--- src/floor_pkg.sv ---
/* Building geometry for an eleven-floor shaft. Floor 1 is index 0, so a
   floor index above TOP_FLOOR never names a real floor. */

package floor_pkg;

    //////////////////////////////////////////////////////////////////////
    // Shaft size
    //////////////////////////////////////////////////////////////////////

    localparam int NUM_FLOORS = 11;
    localparam int FLOOR_BITS = 4;

    //////////////////////////////////////////////////////////////////////
    // Floor types
    //////////////////////////////////////////////////////////////////////

    // Floor index, floor 1 encoded as 0
    typedef logic [FLOOR_BITS-1:0] floor_t;

    // One request flag per floor, bit i is floor index i
    typedef logic [NUM_FLOORS-1:0] floor_mask_t;

    // Highest valid floor index
    localparam floor_t TOP_FLOOR = floor_t'(NUM_FLOORS - 1);

endpackage

--- src/cab_pkg.sv ---
/* Travel direction shared by the target scan and the cab control.
   The encoding matches the 1-bit direction line of the motion FSM. */

package cab_pkg;

    //////////////////////////////////////////////////////////////////////
    // Travel direction
    //////////////////////////////////////////////////////////////////////

    // Motion FSM reads 1 as up and 0 as down
    typedef enum logic {
        DIR_DOWN = 1'b0,
        DIR_UP   = 1'b1
    } dir_t;

endpackage

--- src/request_latch.sv ---
/* One bank of lit floor requests. All pressed buttons latch in the same cycle;
   a press at the current floor is ignored and that floor clears once stopped. */

`timescale 1ns/1ps

module request_latch (
    input  logic                   clock,
    input  logic                   reset_n,
    input  floor_pkg::floor_mask_t buttons,
    input  floor_pkg::floor_t      current_floor,
    input  logic                   power_on,
    input  logic                   emergency,
    input  logic                   moving,
    output floor_pkg::floor_mask_t lights
);

    logic                   enabled;
    floor_pkg::floor_mask_t here_mask;
    floor_pkg::floor_mask_t set_mask;
    floor_pkg::floor_mask_t clear_mask;

    // Buttons only count with power on and no emergency
    assign enabled = power_on && !emergency;

    // One-hot of the floor the cab stands at
    assign here_mask = floor_pkg::floor_mask_t'(1) << current_floor;

    assign set_mask   = enabled ? (buttons & ~here_mask) : '0;
    assign clear_mask = (enabled && !moving) ? here_mask : '0;

    always_ff @(posedge clock or negedge reset_n) begin
        if (!reset_n) begin
            lights <= '0;
        end else begin
            lights <= (lights | set_mask) & ~clear_mask;
        end
    end

    //////////////////////////////////////////////////////////////////////
    // Checks
    //////////////////////////////////////////////////////////////////////

    // A light that turns on was pressed away from where the cab stood
    for (genvar i = 0; i < floor_pkg::NUM_FLOORS; i++) begin : g_no_set_here
        a_no_set_here : assert property (
            @(posedge clock) disable iff (!reset_n)
            $rose(lights[i]) |-> $past(current_floor) != floor_pkg::floor_t'(i)
        );
    end

endmodule

--- src/target_selector.sv ---
/* Picks the next target from both request banks. A new target is loaded only
   while stopped at the previous one; with nothing pending the target holds. */

`timescale 1ns/1ps

module target_selector (
    input  logic                   clock,
    input  logic                   reset_n,
    input  floor_pkg::floor_mask_t call_lights,
    input  floor_pkg::floor_mask_t panel_lights,
    input  floor_pkg::floor_t      current_floor,
    input  logic                   moving,
    input  cab_pkg::dir_t          direction,
    output floor_pkg::floor_t      target_floor
);

    floor_pkg::floor_mask_t pending;
    floor_pkg::floor_mask_t above_mask;
    floor_pkg::floor_mask_t below_mask;
    floor_pkg::floor_mask_t pending_above;
    floor_pkg::floor_mask_t pending_below;
    floor_pkg::floor_t      scan_floor;
    logic                   scan_valid;
    logic                   reached;

    // Highest set bit of a mask, 0 when empty
    function automatic floor_pkg::floor_t highest_floor(input floor_pkg::floor_mask_t mask);
        floor_pkg::floor_t pick;
        pick = '0;
        for (int i = 0; i < floor_pkg::NUM_FLOORS; i++) begin
            if (mask[i]) begin
                pick = floor_pkg::floor_t'(i);
            end
        end
        return pick;
    endfunction

    // Lowest set bit of a mask, 0 when empty
    function automatic floor_pkg::floor_t lowest_floor(input floor_pkg::floor_mask_t mask);
        floor_pkg::floor_t pick;
        pick = '0;
        for (int i = floor_pkg::NUM_FLOORS - 1; i >= 0; i--) begin
            if (mask[i]) begin
                pick = floor_pkg::floor_t'(i);
            end
        end
        return pick;
    endfunction

    //////////////////////////////////////////////////////////////////////
    // Direction-priority scan
    //////////////////////////////////////////////////////////////////////

    assign pending = call_lights | panel_lights;

    always_comb begin
        for (int i = 0; i < floor_pkg::NUM_FLOORS; i++) begin
            above_mask[i] = floor_pkg::floor_t'(i) > current_floor;
            below_mask[i] = floor_pkg::floor_t'(i) < current_floor;
        end
    end

    assign pending_above = pending & above_mask;
    assign pending_below = pending & below_mask;

    // Keep going the current way, farthest request first, else turn around
    always_comb begin
        scan_valid = (|pending_above) || (|pending_below);
        if (direction == cab_pkg::DIR_UP) begin
            if (|pending_above) begin
                scan_floor = highest_floor(pending_above);
            end else begin
                scan_floor = highest_floor(pending_below);
            end
        end else begin
            if (|pending_below) begin
                scan_floor = lowest_floor(pending_below);
            end else begin
                scan_floor = lowest_floor(pending_above);
            end
        end
    end

    //////////////////////////////////////////////////////////////////////
    // Target register
    //////////////////////////////////////////////////////////////////////

    assign reached = !moving && (target_floor == current_floor);

    always_ff @(posedge clock or negedge reset_n) begin
        if (!reset_n) begin
            target_floor <= '0;
        end else if (reached && scan_valid) begin
            target_floor <= scan_floor;
        end
    end

    a_target_in_shaft : assert property (
        @(posedge clock) disable iff (!reset_n)
        target_floor <= floor_pkg::TOP_FLOOR
    );

endmodule

--- src/cab_control.sv ---
/* Start command, travel direction and door permissions for the motion FSM.
   Doors ignore the emergency button; they only need power and a stopped cab. */

`timescale 1ns/1ps

module cab_control (
    input  logic              clock,
    input  logic              reset_n,
    input  floor_pkg::floor_t target_floor,
    input  floor_pkg::floor_t current_floor,
    input  logic              moving,
    input  logic              power_on,
    input  logic              emergency,
    input  logic              door_open_btn,
    input  logic              door_close_btn,
    output logic              activate,
    output cab_pkg::dir_t     direction,
    output logic              door_open_allowed,
    output logic              door_close_allowed
);

    logic ready;
    logic doors_ok;

    // Stopped, powered and out of emergency
    assign ready    = power_on && !emergency && !moving;
    assign doors_ok = power_on && !moving;

    //////////////////////////////////////////////////////////////////////
    // Start and direction
    //////////////////////////////////////////////////////////////////////

    assign activate = ready && (target_floor != current_floor);

    // Holds the last travel direction when the cab is already at target
    always_ff @(posedge clock or negedge reset_n) begin
        if (!reset_n) begin
            direction <= cab_pkg::DIR_UP;
        end else if (ready) begin
            if (target_floor > current_floor) begin
                direction <= cab_pkg::DIR_UP;
            end else if (target_floor < current_floor) begin
                direction <= cab_pkg::DIR_DOWN;
            end
        end
    end

    //////////////////////////////////////////////////////////////////////
    // Door permissions
    //////////////////////////////////////////////////////////////////////

    always_ff @(posedge clock or negedge reset_n) begin
        if (!reset_n) begin
            door_open_allowed  <= 1'b0;
            door_close_allowed <= 1'b0;
        end else begin
            door_open_allowed  <= doors_ok && door_open_btn;
            door_close_allowed <= doors_ok && door_close_btn;
        end
    end

    // The cab only stops at its target, so leaving motion never brings a fresh start
    a_no_start_in_motion : assert property (
        @(posedge clock) disable iff (!reset_n)
        $past(moving) |-> !$rose(activate)
    );

endmodule

--- src/floor_logic_control_unit.sv ---
/* Floor request controller for an eleven-floor car. Cab position, motion and
   travel direction come from the external motion FSM. */

`timescale 1ns/1ps

module floor_logic_control_unit (
    input  logic                   clock,
    input  logic                   reset_n,
    // Buttons, high while pressed
    input  floor_pkg::floor_mask_t floor_call_buttons,
    input  floor_pkg::floor_mask_t panel_buttons,
    input  logic                   door_open_btn,
    input  logic                   door_close_btn,
    input  logic                   emergency_btn,
    input  logic                   power_switch,
    // Status from the motion FSM
    input  floor_pkg::floor_t      current_floor_state,
    input  logic                   elevator_moving,
    input  cab_pkg::dir_t          elevator_direction,
    // Commands to the motion FSM
    output floor_pkg::floor_t      elevator_floor_selector,
    output cab_pkg::dir_t          direction_selector,
    output logic                   activate_elevator,
    // Button illumination
    output floor_pkg::floor_mask_t call_button_lights,
    output floor_pkg::floor_mask_t panel_button_lights,
    output logic                   door_open_allowed,
    output logic                   door_close_allowed
);

    //////////////////////////////////////////////////////////////////////
    // Request banks
    //////////////////////////////////////////////////////////////////////

    // Hall calls
    request_latch call_bank (
        .clock         (clock),
        .reset_n       (reset_n),
        .buttons       (floor_call_buttons),
        .current_floor (current_floor_state),
        .power_on      (power_switch),
        .emergency     (emergency_btn),
        .moving        (elevator_moving),
        .lights        (call_button_lights)
    );

    // Cab panel
    request_latch panel_bank (
        .clock         (clock),
        .reset_n       (reset_n),
        .buttons       (panel_buttons),
        .current_floor (current_floor_state),
        .power_on      (power_switch),
        .emergency     (emergency_btn),
        .moving        (elevator_moving),
        .lights        (panel_button_lights)
    );

    //////////////////////////////////////////////////////////////////////
    // Target and cab commands
    //////////////////////////////////////////////////////////////////////

    target_selector target_selector (
        .clock         (clock),
        .reset_n       (reset_n),
        .call_lights   (call_button_lights),
        .panel_lights  (panel_button_lights),
        .current_floor (current_floor_state),
        .moving        (elevator_moving),
        .direction     (elevator_direction),
        .target_floor  (elevator_floor_selector)
    );

    cab_control cab_control (
        .clock              (clock),
        .reset_n            (reset_n),
        .target_floor       (elevator_floor_selector),
        .current_floor      (current_floor_state),
        .moving             (elevator_moving),
        .power_on           (power_switch),
        .emergency          (emergency_btn),
        .door_open_btn      (door_open_btn),
        .door_close_btn     (door_close_btn),
        .activate           (activate_elevator),
        .direction          (direction_selector),
        .door_open_allowed  (door_open_allowed),
        .door_close_allowed (door_close_allowed)
    );

endmodule

--- config.mk ---
export PLATFORM = sky130hd
export DESIGN_NAME = floor_logic_control_unit
export DESIGN_NICKNAME = d
export VERILOG_FILES = /design/src/floor_pkg.sv /design/src/cab_pkg.sv /design/src/request_latch.sv /design/src/target_selector.sv /design/src/cab_control.sv /design/src/floor_logic_control_unit.sv
export SDC_FILE = /design/constraint.sdc
export NUM_CORES = 1
export LEC_CHECK = 0
export BUFFER_PORTS_ARGS = -buffer_cell sky130_fd_sc_hd__buf_2
export CAP_MARGIN = 25
export CORE_ASPECT_RATIO = 0.6
export CORE_UTILIZATION = 50
export DETAILED_ROUTE_END_ITERATION = 10
export PLACE_DENSITY_LB_ADDON = 0.08
export SYNTH_ARGS = -nofsm -noshare
export SYNTH_HDL_FRONTEND = slang
export SYNTH_SLANG_ARGS = --single-unit
export TNS_END_PERCENT = 1
--- constraint.sdc ---
create_clock -name clock -period 3.58 [get_ports clock]
set_input_delay 0.537 -clock clock [delete_from_list [all_inputs] [get_ports clock]]
set_output_delay 0.537 -clock clock [all_outputs]
set_load 0.02 [all_outputs]
==> results by group <==
Clock network
  – Clock transition at the registers of the reported paths: 60 ps
  – Clock tree sinks: 29
  – Skew-Pair Late Insertion Delay: 280 ps
  – Post-CTS Resized: 0
  – CTS tree: done
  – Cts bufs inserted: 5
  – CTS Buffer Depth: 2
  – Post-CTS Setup Bufs: 0
  – Hold buffers post-CTS: 0
  – Root Buffer: clkbuf_8
  – H-tree level count: 2

Power and ir drop
  – Sw Ratio: 34.93%
  – Int Pwr: 0.0006395 W
  – Net Sw Power: 0.0003433 W
  – Max VDD drop: 0.2522 mV
  – Leak: 1.057 nW
  – Total chip power: 0.0009828 W
  – Power Density: 403.0 mW/mm^2
  – Sequential fraction of design power: 41.1%
  – Clock group share of total power: 28.2%
  – Part of the power in combinational logic: 30.7%

Die
  – Full die area: 0.004336 mm^2
  – Die width: 84.35 um
  – I/O pins: 64
  – # rows: 17
  – Starting Density: 53.73%
  – Die height: 51.41 um
  – Core footprint: 0.003786 mm^2

Placement
  – I/O Buffers: 63
  – Setup WS pre-CTS: 884.4 ps
  – Hpwl dp: 4072 um
  – Placer congestion estimate: 0.8838

Synth
  – Yosys warns: 0
  – Async SR Flop Fraction: 100.0%
  – Simple logic cell fraction of the synthesized area: 22.57%
  – Synthesis-stage register bit count: 29
  – Ys flop type: dfrtp_1
  – Ranking of synthesized cells by area: dfrtp_1 (34%), a21oi_1 (8.9%), nor2_1 (5.7%), o21ai_0 (4.7%), nand2_1 (4.4%)
  – Syn Nets: 287
  – Average size of a mapped cell: 8.170 um^2
  – Mapped Area: 0.002034 mm^2
  – Post-synthesis sequential area ratio: 35.73%
  – Post-synth top area share: 34.44%
  – Dominant cell type by area after synthesis: dfrtp_1
  – Mux share of post-synthesis cell area: 1.107%
  – Post-synthesis adder-cell area fraction: 2.460%
  – Complex-gate fraction of the synthesized area: 33.89%
  – Largest family of logic cells by synthesized area: compound AO/OA/AOI/OAI gates
  – Synth Instances: 249
  – Synth Area in XOR/XNOR: 0%
  – Post-synth EDFFs: 0
  – Synth cell types: 58

STA
  – Fin crit period: 2401 ps
  – RSZ-0062 raised after global routing: no
  – Final WS setup: 1179 ps
  – Final setup TNS: 0 ps
  – Final setup vio count: 0
  – Tightest Pin Transition: 656.8 ps
  – Max transition margin: 56.21%
  – Count of final hold-check violations: 0
  – Clock Skew: 3.645 ps
  – Count of pins over their slew limit: 0
  – Hold_ws: 282.4 ps
  – Fin crit share: 67.08%
  – Fmax: 416.4 MHz

Drt
  – Final ANT Viol Nets: 0
  – DR WL/cell: 15.19 um
  – DRC: 8
  – Routed vias/inst: 6.042
  – Drt initial violations: 138
  – DR pass1 iterations: 8
  – WL final: 5393 um
  – DR vias: 2145

Setup path
  – Startpoint Class: input port
  – CP max-delay cell: or4_4
  – WP data required: 3750 ps
  – Crit end category: flop
  – Cell Chain, Critical Path: buf_2 -> or4_4 -> o21ai_2 -> nand3_2 -> or3_4 -> o21ai_4 -> mux2_1
  – Crit-path max cell delay: 610 ps
  – Crit-path max FO: 21
  – Crit path arrival time: 2570 ps
  – Critical path start-end classification: in2reg

Layout
  – # diodes: 0
  – Layout cells sized above 1: 27.60%
  – Layout Area Growth over Synthesis: 19.86%
  – Nets: 346

Global route
  – Vias in the first global route: 1779
  – Global-route wire length before repair: 8694 um
  – Largest net degree at the start of global routing: 30
  – GR Overflow Total: 0
  – Antenna violations before repair: 0
  – Tot GR Track Use: 26.53%

Outcome
  – Status: finished with violations
  – Failing checks: DRC

Job
  – Max-Cap Viols: 0

Worst hold path
  – Min-Delay Path Class: in2async
stage by stage:
step / instances / cell area, um^2 / util [%]
floorplan: 249 / 2034 / -
global placement: 348 / 2352 / 62.13
detailed placement: 348 / 2352 / 62.13
CTS: 355 / 2439 / 64.41
global route: 355 / 2439 / 64.41
finish: 355 / 2439 / 64.41
synth_stat cells (all sizes together), types with 3 or more instances:
cell type,n
nor3,6
nand3,5
o21bai,4
a21oi,36
nor2,31
o32ai,3
dfrtp,28
a31oi,4
inv,4
nand2,24
or2,4
o21ai,22
nor2b,6
o21a,5
clkbuf,6
ha,4
o22ai,7
o31ai,3
nor4,3
buf,7
power by group through the flow:
stage | registers [W] | logic, W | clock network [W]
floorplan | 0.000455 | 0.000154 | 0
global placement | 0.000409 | 0.000295 | 0
detailed placement | 0.000410 | 0.000300 | 0
CTS | 0.000404 | 0.000301 | 0.000281
global route | 0.000411 | 0.000333 | 0.000295
finish | 0.000404 | 0.000302 | 0.000278
cells by family after synthesis:
group           count (synthesis)
compound gates                105
fa+ha+maj                       4
simple gates                   92
flops                          29
mux                             2
buf+inv                        17
critical path, delay by kind of cell:
kind,cells,cell delay [ps]
multiplexers,1,350
AND/OR/NAND/NOR,3,1100
AO/OA/AOI/OAI,2,370
buffers and inverters,1,210
sequential cells by signal, summed over array words and instances, names as in the netlist:
signal,cells
call_bank.lights,11
panel_bank.lights,11
target_selector.target_floor,4
cab_control.direction,1
cab_control.door_close_allowed,1
cab_control.door_open_allowed,1
layer usage:
layer	track usage (%)	share of wire [%]
met3	7.431	9.3
met2	37.02	39
met5	0	0
met1	39.21	51
met4	8.475	0.95
cells in the final DEF (no fill, tap or decap), drive strengths merged, types with 4 or more instances in the layout:
cell and n:
a21oi 36, a31oi 4, buf 65, clkbuf 7
dfrtp 28, ha 4, inv 4, nand2 24
nand3 5, nor2 31, nor2b 6, nor3 6
o21a 5, o21ai 22, o21bai 4, o22ai 7
or2 4
layout make-up:
class                   instances  area (um^2)
fillers                       356         1348
multi-input cells             203         1221
flip-flops and latches         29        726.9
repair buffers                 65        330.3
clock buffers                   7        86.33
well taps                      47        58.81
inverters                       4        15.01
worst paths after layout:
check                                  startpoint                              end  slack [ps]  depth (start not counted)
max reg2reg                   call_bank.lights[7]  target_selector.target_floor[2]        1370                          5
min reg2reg                 cab_control.direction            cab_control.direction         510                          2
min in group clock          floor_call_buttons[4]              call_bank.lights[4]         490                          3
max in group asynchronous                 reset_n              call_bank.lights[0]        2870                          1
min                                       reset_n  target_selector.target_floor[3]         280                          1
max                        current_floor_state[3]  target_selector.target_floor[2]        1180                          7
(Power assumes the default switching activity.)
